[config.mk]
export PLATFORM = sky130hd
export DESIGN_NAME = sigmoid_neuron
export DESIGN_NICKNAME = d
export VERILOG_FILES = /design/src/hw/neuron_pkg.sv /design/src/hw/weight_bank.sv /design/src/hw/product_stage.sv /design/src/hw/sum_stage.sv /design/src/hw/sigmoid_pla.sv /design/src/hw/sigmoid_neuron.sv
export VERILOG_INCLUDE_DIRS = /design/src /design/src/hw
export SDC_FILE = /design/constraint.sdc
export NUM_CORES = 2
export LEC_CHECK = 0
export ABC_AREA = 1
export BUFFER_PORTS_ARGS = -buffer_cell sky130_fd_sc_hd__buf_2
export CORE_UTILIZATION = 50
export DETAILED_ROUTE_END_ITERATION = 8
export GPL_TIMING_DRIVEN = 0
export PLACE_DENSITY = 0.66
export SYNTH_ARGS = -nofsm -noshare
export SYNTH_HDL_FRONTEND = slang
export SYNTH_HIERARCHICAL = 1
export SYNTH_SLANG_ARGS = --single-unit
[constraint.sdc]
create_clock -name clk -period 19.69 [get_ports clk]
set_clock_uncertainty 0.1 [all_clocks]
set_input_delay 0 -clock clk [delete_from_list [all_inputs] [get_ports clk]]
set_output_delay 0 -clock clk [all_outputs]
set_load 0.02 [all_outputs]
[src/hw/neuron_consts.svh]
// Neuron sizing macros: input count, data and fraction widths, weight row count, address width
`ifndef NEURON_CONSTS_SVH
`define NEURON_CONSTS_SVH

//////////////////////////////////////////////////////////////////////
// Vector size
//////////////////////////////////////////////////////////////////////

// Inputs and weights per neuron
`define NEURON_NUM_IN 4

//////////////////////////////////////////////////////////////////////
// Number format, signed Q8.8
//////////////////////////////////////////////////////////////////////

`define NEURON_DATA_W 16
`define NEURON_FRAC_W 8

//////////////////////////////////////////////////////////////////////
// Weight bank geometry
//////////////////////////////////////////////////////////////////////

`define NEURON_ROWS   8
// Must cover NEURON_ROWS
`define NEURON_ADDR_W 3

`endif

[src/hw/neuron_pkg.sv]
// Neuron data types: Q8.8 value, vectors, weight row and the per-stage pipeline structs
`default_nettype none

`include "neuron_consts.svh"

package neuron_pkg;

	// One signed Q8.8 value
	typedef logic signed [`NEURON_DATA_W-1:0] data_t;

	// Input vector or weight vector
	typedef data_t [`NEURON_NUM_IN-1:0] vec_t;

	// One row of the weight bank
	typedef struct packed {
		vec_t  weights;
		data_t bias;
	} weight_row_t;

	// Exact Q16.16 product of two Q8.8 values
	typedef logic signed [2*`NEURON_DATA_W-1:0] prod_t;

	// Bank output, row fetched together with the inputs
	typedef struct packed {
		logic        valid;
		vec_t        inputs;
		weight_row_t row;
	} fetch_t;

	// Product stage output
	typedef struct packed {
		logic                        valid;
		prod_t [`NEURON_NUM_IN-1:0] prods;
		weight_row_t                 row;
	} prod_stage_t;

	// Sum stage output, sum already saturated to Q8.8
	typedef struct packed {
		logic        valid;
		data_t       sum;
		weight_row_t row;
	} sum_stage_t;

endpackage

`default_nettype wire

[src/hw/weight_bank.sv]
// Weight bank: row storage with reset clear, write port and registered row fetch stage
`default_nettype none
`timescale 1ns/1ps

`include "neuron_consts.svh"

module weight_bank import neuron_pkg::*; (
	input  wire logic                      clk,
	input  wire logic                      rst,
	// Row write port
	input  wire logic                      i_wr,
	input  wire logic [`NEURON_ADDR_W-1:0] i_wr_addr,
	input  wire weight_row_t               i_wr_row,
	// Compute request
	input  wire logic                      i_valid,
	input  wire logic [`NEURON_ADDR_W-1:0] i_rd_addr,
	input  wire vec_t                      i_inputs,
	// First pipeline stage
	output fetch_t                         o_fetch
);

	// Row storage
	weight_row_t rows [`NEURON_ROWS];

	// Fetch stage registers
	logic        fetch_valid;
	vec_t        fetch_inputs;
	weight_row_t fetch_row;

	//////////////////////////////////////////////////////////////////////
	// Storage
	//////////////////////////////////////////////////////////////////////

	// Bank starts all zero, a write lands on the sampling edge
	always_ff @(posedge clk or posedge rst)
	begin
		if (rst)
		begin
			for (int r = 0; r < `NEURON_ROWS; r++)
				rows[r] <= '0;
		end
		else if (i_wr)
		begin
			rows[i_wr_addr] <= i_wr_row;
		end
	end

	//////////////////////////////////////////////////////////////////////
	// Fetch stage
	//////////////////////////////////////////////////////////////////////

	always_ff @(posedge clk or posedge rst)
	begin
		if (rst)
			fetch_valid <= 1'b0;
		else
			fetch_valid <= i_valid;
	end

	// Read of the old contents, so a same-edge write is not seen here
	always_ff @(posedge clk)
	begin
		fetch_inputs <= i_inputs;
		fetch_row    <= rows[i_rd_addr];
	end

	assign o_fetch = '{valid: fetch_valid, inputs: fetch_inputs, row: fetch_row};

endmodule

`default_nettype wire

[src/hw/product_stage.sv]
// Product stage: parallel signed multiply of inputs by row weights, row carried alongside
`default_nettype none
`timescale 1ns/1ps

`include "neuron_consts.svh"

module product_stage import neuron_pkg::*; (
	input  wire logic   clk,
	input  wire logic   rst,
	// From the weight bank
	input  wire fetch_t i_fetch,
	// To the sum stage
	output prod_stage_t o_prod
);

	// Stage registers
	logic                        prod_valid;
	prod_t [`NEURON_NUM_IN-1:0] prod_vals;
	weight_row_t                 prod_row;

	//////////////////////////////////////////////////////////////////////
	// Valid pipeline
	//////////////////////////////////////////////////////////////////////

	always_ff @(posedge clk or posedge rst)
	begin
		if (rst)
			prod_valid <= 1'b0;
		else
			prod_valid <= i_fetch.valid;
	end

	//////////////////////////////////////////////////////////////////////
	// Multipliers
	//////////////////////////////////////////////////////////////////////

	// One multiplier per input
	// Operands widened first so the Q16.16 product is exact
	always_ff @(posedge clk)
	begin
		for (int i = 0; i < `NEURON_NUM_IN; i++)
		begin
			prod_vals[i] <= prod_t'(i_fetch.inputs[i]) * prod_t'(i_fetch.row.weights[i]);
		end
		// Row rides along for the backward pass
		prod_row <= i_fetch.row;
	end

	assign o_prod = '{valid: prod_valid, prods: prod_vals, row: prod_row};

endmodule

`default_nettype wire

[src/hw/sum_stage.sv]
// Sum stage module with an adder tree over the products, bias add, rescale and Q8.8 saturation
`default_nettype none
`timescale 1ns/1ps

`include "neuron_consts.svh"

module sum_stage import neuron_pkg::*; (
	input  wire logic        clk,
	input  wire logic        rst,
	// From the product stage
	input  wire prod_stage_t i_prod,
	// To the sigmoid stage
	output sum_stage_t       o_sum
);

	// Tree depth and an accumulator wide enough for every carry plus the bias
	localparam int LVLS  = $clog2(`NEURON_NUM_IN);
	localparam int ACC_W = 2*`NEURON_DATA_W + LVLS + 1;

	typedef logic signed [ACC_W-1:0] acc_t;

	// Q8.8 clamp limits at accumulator width
	localparam acc_t SAT_MAX = acc_t'(2**(`NEURON_DATA_W-1) - 1);
	localparam acc_t SAT_MIN = -SAT_MAX - acc_t'(1);

	acc_t        tree [LVLS+1][2**LVLS];
	acc_t        total;
	acc_t        scaled;
	data_t       sat;
	logic        sum_valid;
	data_t       sum_val;
	weight_row_t sum_row;

	//////////////////////////////////////////////////////////////////////
	// Adder tree and rescale
	//////////////////////////////////////////////////////////////////////

	always_comb
	begin
		// Slots past the last input stay zero and pad the tree to a power of two
		tree = '{default: '0};
		for (int i = 0; i < `NEURON_NUM_IN; i++)
			tree[0][i] = acc_t'(i_prod.prods[i]);
		for (int l = 1; l <= LVLS; l++)
		begin
			for (int i = 0; i < (2**LVLS >> l); i++)
				tree[l][i] = tree[l-1][2*i] + tree[l-1][2*i+1];
		end
		// Bias moved up to Q16.16 before the add
		total  = tree[LVLS][0] + (acc_t'(i_prod.row.bias) <<< `NEURON_FRAC_W);
		// Arithmetic shift truncates toward minus infinity
		scaled = total >>> `NEURON_FRAC_W;
		if (scaled > SAT_MAX)
			sat = data_t'(SAT_MAX);
		else if (scaled < SAT_MIN)
			sat = data_t'(SAT_MIN);
		else
			sat = data_t'(scaled);
	end

	//////////////////////////////////////////////////////////////////////
	// Stage registers
	//////////////////////////////////////////////////////////////////////

	always_ff @(posedge clk or posedge rst)
	begin
		if (rst)
			sum_valid <= 1'b0;
		else
			sum_valid <= i_prod.valid;
	end

	always_ff @(posedge clk)
	begin
		sum_val <= sat;
		sum_row <= i_prod.row;
	end

	assign o_sum = '{valid: sum_valid, sum: sum_val, row: sum_row};

endmodule

`default_nettype wire

[src/hw/sigmoid_pla.sv]
// Sigmoid stage: piecewise-linear activation from the Q8.8 sum, with sum and row passed out
`default_nettype none
`timescale 1ns/1ps

`include "neuron_consts.svh"

module sigmoid_pla import neuron_pkg::*; (
	input  wire logic       clk,
	input  wire logic       rst,
	// From the sum stage
	input  wire sum_stage_t i_sum,
	// Result and backward-pass taps
	output logic            o_valid,
	output data_t           o_act,
	output data_t           o_sum,
	output weight_row_t     o_row
);

	// Segment breakpoints and offsets, raw Q8.8
	localparam logic [`NEURON_DATA_W-1:0] ONE     = 16'd256;
	localparam logic [`NEURON_DATA_W-1:0] BRK_MID = 16'd608;  // 2.375
	localparam logic [`NEURON_DATA_W-1:0] BRK_TOP = 16'd1280; // 5.0
	localparam logic [`NEURON_DATA_W-1:0] OFS_LOW = 16'd128;  // 0.5
	localparam logic [`NEURON_DATA_W-1:0] OFS_MID = 16'd160;  // 0.625
	localparam logic [`NEURON_DATA_W-1:0] OFS_HI  = 16'd216;  // 0.84375

	logic [`NEURON_DATA_W-1:0] mag;
	logic [`NEURON_DATA_W-1:0] slope;
	logic [`NEURON_DATA_W-1:0] offset;
	logic [`NEURON_DATA_W-1:0] half_act;
	data_t                     act;

	//////////////////////////////////////////////////////////////////////
	// Segment select
	//////////////////////////////////////////////////////////////////////

	always_comb
	begin
		// Absolute value, most negative sum pinned to the largest magnitude
		if (i_sum.sum == data_t'(16'h8000))
			mag = 16'h7fff;
		else if (i_sum.sum < 0)
			mag = 16'(-i_sum.sum);
		else
			mag = 16'(i_sum.sum);

		// Slope as a truncating shift, offset per segment
		if (mag >= BRK_TOP)
		begin
			slope  = '0;
			offset = ONE;
		end
		else if (mag >= BRK_MID)
		begin
			slope  = mag >> 5;
			offset = OFS_HI;
		end
		else if (mag >= ONE)
		begin
			slope  = mag >> 3;
			offset = OFS_MID;
		end
		else
		begin
			slope  = mag >> 2;
			offset = OFS_LOW;
		end
		half_act = slope + offset;

		// Mirror about 0.5 for negative sums
		act = (i_sum.sum < 0) ? data_t'(ONE - half_act) : data_t'(half_act);
	end

	//////////////////////////////////////////////////////////////////////
	// Output registers
	//////////////////////////////////////////////////////////////////////

	always_ff @(posedge clk or posedge rst)
	begin
		if (rst)
			o_valid <= 1'b0;
		else
			o_valid <= i_sum.valid;
	end

	// Sum and row leave with the activation for the backward pass
	always_ff @(posedge clk)
	begin
		o_act <= act;
		o_sum <= i_sum.sum;
		o_row <= i_sum.row;
	end

endmodule

`default_nettype wire

[src/hw/sigmoid_neuron.sv]
// Sigmoid neuron top: weight bank, product, sum and sigmoid stages in a four-cycle pipeline
`default_nettype none
`timescale 1ns/1ps

`include "neuron_consts.svh"

module sigmoid_neuron import neuron_pkg::*; (
	input  wire logic                      clk,
	input  wire logic                      rst,
	// Weight row write
	input  wire logic                      i_wr,
	input  wire logic [`NEURON_ADDR_W-1:0] i_wr_addr,
	input  wire weight_row_t               i_wr_row,
	// Compute request
	input  wire logic                      i_valid,
	input  wire logic [`NEURON_ADDR_W-1:0] i_rd_addr,
	input  wire vec_t                      i_inputs,
	// Result, four edges after the request
	output logic                           o_valid,
	output data_t                          o_act,
	output data_t                          o_sum,
	output weight_row_t                    o_row
);

	// Stage to stage
	fetch_t      fetch;
	prod_stage_t prod;
	sum_stage_t  sum;

	// Stage 1, row fetch
	weight_bank i_weight_bank (
		.clk      (clk),
		.rst      (rst),
		.i_wr     (i_wr),
		.i_wr_addr(i_wr_addr),
		.i_wr_row (i_wr_row),
		.i_valid  (i_valid),
		.i_rd_addr(i_rd_addr),
		.i_inputs (i_inputs),
		.o_fetch  (fetch)
	);

	// Stage 2, multiply
	product_stage i_product_stage (
		.clk    (clk),
		.rst    (rst),
		.i_fetch(fetch),
		.o_prod (prod)
	);

	// Stage 3, accumulate and saturate
	sum_stage i_sum_stage (
		.clk   (clk),
		.rst   (rst),
		.i_prod(prod),
		.o_sum (sum)
	);

	// Stage 4, activation
	sigmoid_pla i_sigmoid_pla (
		.clk    (clk),
		.rst    (rst),
		.i_sum  (sum),
		.o_valid(o_valid),
		.o_act  (o_act),
		.o_sum  (o_sum),
		.o_row  (o_row)
	);

endmodule

`default_nettype wire

# ---- Word-level counts from Yosys, hierarchy flattened
# Index checks and enable logic that the tools add are counted.
dict set report word_totals {
  input_bits 154
  output_inout_bits 113
  register_bits 1204
}
dict set report op_classes {
  bitwise_logic 2
  n_eq_ne 1
  addsub 7
  n_reduce_logical 1
  order_cmp 9
  n_mul 4
  n_mux 16
}
# operator count
set ops {}
lappend ops {{bitwise mux 640 bit} 1}
lappend ops {{binary-select mux 80 bit (select 3 bit)} 1}
lappend ops {{demux 80 bit (select 3 bit)} 1}
lappend ops {{two-way mux 80 bit} 3}
lappend ops {{multiplier 16 x 16 -> 32 bit} 4}
lappend ops {{two-way mux 16 bit} 8}
lappend ops {{adder 32 x 32 -> 33 bit} 2}
lappend ops {{adder 35 x 24 -> 35 bit} 1}
lappend ops {{adder 35 bit} 1}
lappend ops {{greater-than comparator 27 x 16 -> 1 bit (second input constant)} 1}
lappend ops {{< comparator 27 x 16 -> 1 bit (second input constant)} 1}
lappend ops {{adder 16 bit} 1}
lappend ops {{equality test 16 bit (second input constant)} 1}
lappend ops {{>= comparator 16 x 10 -> 1 bit (second input constant)} 1}
lappend ops {{>= comparator 16 x 11 -> 1 bit (second input constant)} 1}
lappend ops {{>= comparator 16 x 9 -> 1 bit (second input constant)} 1}
lappend ops {{< comparator 16 x 1 -> 1 bit (second input constant)} 1}
lappend ops {{negation 16 bit} 1}
lappend ops {{subtractor 9 x 16 -> 16 bit (first input constant)} 1}
lappend ops {{two-way mux 14 bit} 1}
lappend ops {{>= comparator 4 bit (second input constant)} 2}
lappend ops {{inverter 3 -> 4 bit} 2}
lappend ops {{two-way mux 6 bit} 1}
lappend ops {{< comparator 4 x 1 -> 1 bit (second input constant)} 1}
lappend ops {{logical AND 1 bit} 1}

# ---- Logic depth before layout (Yosys ltp)
dict set report depth {
  depth_word 10
  depth_mapped 27
  mapped_depth_nobuf 27
}

# ---- Hierarchy
# The synthesis kept the hierarchy.
# module seq_area_each_um2 cells_per_inst instances area_each_um2
set by_module_without_submodules {}
lappend by_module_without_submodules {product_stage 4189.0 6017 1 47111.4}
lappend by_module_without_submodules {weight_bank 18923.1 4426 1 34008.9}
lappend by_module_without_submodules {sum_stage 1946.9 963 1 7328.3}
lappend by_module_without_submodules {sigmoid_pla 2267.2 365 1 3707.3}

# ---- Least setup slack after synthesis
# Ideal clock, no wire load.
dict set report synth_timing {
  path_kind {register -> register}
  startpoint {reg i_weight_bank.fetch_inputs, in the netlist i_weight_bank/o_fetch[143]}
  endpoint {reg i_product_stage.prod_vals, in the netlist i_product_stage/o_prod[207]}
  period_less_slack_ns 5.548
  slack_ns 14.142
  setup_ns 0.112
  arrival_ns 5.335
  stages_incl_launch_ff 23
  cell_sequence {dfxtp_1 > clkbuf_1 > nand2_1 > inv_1 > fa_1 > fa_1 > inv_1 > fa_1 > fa_1 > fa_1 > fa_1 > inv_1 > ha_1 > nand2_1 > inv_1 > nand2_1 > nor3_1 > and2_1 > nand2_1 > inv_1 > nor2_1 > nand2_1 > nand2_1}
}
dict set report synth_via {
  elab_chain_len 1
}
# element line_no
set synth_lines {}
lappend synth_lines {{from (decl)} weight_bank.sv:27} ;# vec_t fetch_inputs;
lappend synth_lines {{from (signal assigned)} weight_bank.sv:63} ;# fetch_inputs <= i_inputs;
lappend synth_lines {{multiplier 16 x 16 -> 32 bit} product_stage.sv:43} ;# prod_vals[i] <= prod_t'(i_fetch.inputs[i]) * prod_t'(i_fetch.row.weights[i]);
lappend synth_lines {{to (signal, indexed assignment)} product_stage.sv:43}
lappend synth_lines {{to (decl)} product_stage.sv:18} ;# prod_t [`NEURON_NUM_IN-1:0] prod_vals;
# No other way between the ends.
# A chain may end at the register's enable or synchronous reset.

# ---- Final worst setup path
dict set report layout_timing {
  startpoint {reg i_weight_bank.fetch_row, in the netlist i_weight_bank/o_fetch[37]}
  endpoint {reg i_product_stage.prod_vals, in the netlist i_product_stage/o_prod[135]}
}
dict set report layout_via {
  elab_chain_len 1
}
# element line_no
set layout_lines {}
lappend layout_lines {{from (decl)} weight_bank.sv:28} ;# weight_row_t fetch_row;
lappend layout_lines {{from (signal assigned)} weight_bank.sv:64} ;# fetch_row <= rows[i_rd_addr];
lappend layout_lines {{multiplier 16 x 16 -> 32 bit} product_stage.sv:43}
# No other way between the ends.

==> impl_metrics.tcl <==
set metrics [dict create \
    hold_viol_final 0 \
    yosys-top-cells-area "fa_1 (25%), dfrtp_1 (17%), nand2_1 (15%), inv_1 (12%), dfxtp_1 (12%)" \
    start_kind "flip-flop" \
    syn_inst 11770 \
    synth_nets 13440 \
    synth.largest_area_cell "fa_1" \
    num-nets-final 14230 \
    cp_max_fo 10 \
    relSlewSlack_pct 16.43 \
    postPlaceCellArea_mm2 0.09670 \
    port_buffers 263 \
    first_pass_iters 6 \
    synth_seq_cells 1204 \
    cts_sinks 1204 \
    design_area_mm2 0.1055 \
    die_x_um 431.3 \
    htreeDepth 4 \
    drv_slew 0 \
    avgSynthCellArea_um2 7.829 \
    clk_latency_ns 0.82 \
    ant_nets 0 \
    io_pins 267 \
    grt_max_degree 136 \
    antenna_found_initial 25 \
    grt_first_pass_wirelength_mm 439.5 \
    async_reset_ff_share_pct 53.49 \
    path_clk_slew_ns 0.06 \
    cts_tree "yes" \
    layout_min_cycle_time_ns 7.032 \
    synth_area_mm2 0.09216 \
    max_freq_mhz 142.2 \
    fp.dieArea_mm2 0.1860 \
    cap_violations 0 \
    syn2layout_area_growth_pct 14.44 \
    yosysWarnings 6 \
    synthDominantCellAreaShare_pct 24.74 \
    critical_path.endpoint_type "flip-flop" \
    core_mm2 0.1831 \
    setup_violations 0 \
    gr-total-overflow 0 \
    routed_via_density 5.022 \
    worstPathRequired_ns 20.24 \
    nFillCells 16840 \
    root_buffer "clkbuf_16" \
    grt_pass1_vias 78010 \
    drc 0 \
    rsz0062_at_grt "no" \
    initial_core_util_pct 50.34 \
    reg2reg_slack_ns 12.66 \
    routedWlPerCell_um 18.58 \
    min_period_over_period_pct 35.71 \
    die_y_um 431.3 \
    yosys_most_used_dff "dfrtp_1" \
    tightest_slew_ns 1.254 \
    synth_seq_area_share_pct 29.65 \
    track_usage_pct 30.83 \
    synth_common_cells "nand2_1 (3563), inv_1 (3000), fa_1 (1139)" \
    synth_edf_count 0 \
    outcome "finished, final reports clean" \
    vias 76090 \
    rows 157 \
    cts_buffer_depth 3 \
    drt-total-wl_mm 281.5 \
    post-synth-top-count-cell "nand2_1" \
    arrival_ns 7.58 \
    cts_setup_buffers 0 \
    hpwl_mm 221.2 \
    min_path_type "input port to flip-flop" \
    synth_cell_type_count 49 \
    cts_buffers 135 \
    crit_type "flip-flop to flip-flop" \
    routabilityCongestion 0.9636 \
    drive_gt1_share_pct 5.902 \
    drtIter0Drc 6383 \
]
==> cells in the final DEF (no fill, tap or decap), types with 7 or more instances in the layout <==
cell / instances
dlygate4sd3_1: 388
nand2_2: 28
nand4_1: 63
buf_4: 14
clkinv_16: 14
bufinv_16: 12
xor2_1: 82
clkinv_2: 20
inv_6: 7
inv_2: 15
diode_2: 12
or2_2: 16
buf_2: 364
inv_4: 7
dfrtp_1: 644
nand3_2: 14
o21ai_1: 7
nor3_1: 21
nand3_1: 493
xnor2_1: 18
fa_1: 1139
o21bai_1: 20
o21ai_0: 702
a21oi_1: 142
nand2_1: 3563
nor2_4: 9
clkbuf_16: 139
clkbuf_8: 17
dfxtp_1: 560
ha_1: 371
clkbuf_1: 386
buf_1: 18
nor2_1: 273
nor2_2: 28
inv_1: 2999
==> area by class of cell <==
type	instances	area [um^2]	area share, %
tap	2464	3083	2.923
timing repair buffer	656	5338	5.061
multi-input combinational	7048	51380	48.72
sequential	1204	27330	25.91
antenna	12	30.03	0.02847
buffer	502	2125	2.015
clock inverter	67	1046	0.9918
inverter	3017	11330	10.75
clock buffer	180	3802	3.605
==> state kept, by name, summed over array words and instances (netlist names) <==
register and cells:
i_weight_bank/rows 640, i_product_stage/o_prod 208, i_weight_bank/o_fetch 144, i_sigmoid_pla/o_row 80
i_sum_stage/o_sum 80, i_sigmoid_pla/o_act 16, i_sigmoid_pla/o_sum 16, i_sum_stage/sum_val 16
i_product_stage/prod_valid 1, i_sigmoid_pla/o_valid 1, i_sum_stage/sum_valid 1, i_weight_bank/fetch_valid 1
==> cell families after synthesis <==
| kind of cell | count (synthesis) | synth area share [%] |
|---|---|---|
| buf+inv | 3519 | 14.59 |
| compound gates | 897 | 5.022 |
| simple gates | 4539 | 19.97 |
| xor+xnor | 102 | 0.9857 |
| flops | 1204 | 29.65 |
| fa+ha+maj | 1510 | 29.78 |
==> path summary, 6_finish.rpt <==
check                                          startpoint                          end  cells after the start
worst max-delay path            i_weight_bank/o_fetch[37]  i_product_stage/o_prod[135]                     20
worst min-delay path                         i_wr_row[10]       i_weight_bank/rows[10]                      4
worst max register to register  i_weight_bank/o_fetch[37]  i_product_stage/o_prod[135]                     20
worst min register to register       i_sum_stage/o_sum[5]       i_sigmoid_pla/o_row[5]                      0
max in group asynchronous                             rst      i_weight_bank/rows[581]                      8
min in group asynchronous                             rst        i_sum_stage/sum_valid                      4
==> metal layers <==
layer	track usage [%]	part of all wire, %
met5	0	0.013
met4	16.43	6.0
met3	4.829	6.7
met2	51.40	48
met1	38.57	40
==> stage by stage <==
stage | util, % | instances | hold slack (ns) | worst slack [ns] | setup TNS, ns
finish | 57.60 | 15150 | 0.03438 | 12.66 | 0
global route | 57.59 | 15140 | 0.02508 | 12.38 | 0
CTS | 57.59 | 15140 | 0.005886 | 12.71 | 0
detailed placement | 52.82 | 14500 | -0.1895 | 12.79 | 0
global placement | 52.74 | 14500 | -0.2410 | -5.270 | -3289.96
floorplan | - | 11770 | -0.3713 | 1.633 | 0
==> worst max-delay path: stages (launching register included) <==
cell and delay [ns]:
dfxtp_1 0.62, clkbuf_1 0.40, clkbuf_1 0.54, nand2_1 0.22
fa_1 0.55, inv_1 0.07, fa_1 0.79, fa_1 0.53
fa_1 0.51, fa_1 0.50, inv_1 0.06, fa_1 0.48
inv_1 0.04, ha_1 0.39, nand2_1 0.14, nor2_1 0.16
inv_1 0.09, nor2_1 0.17, nand4_1 0.12, nand3_1 0.14
xor2_1 0.24
==> what timing repair did <==
action	CTS	global route
endpoints found under the hold margin	988	0
hold buffers	388	0
gates resized for setup	0	0
Power is not shown: default switching activity piles up to over one toggle a cycle in this logic, so the estimate is an artifact.
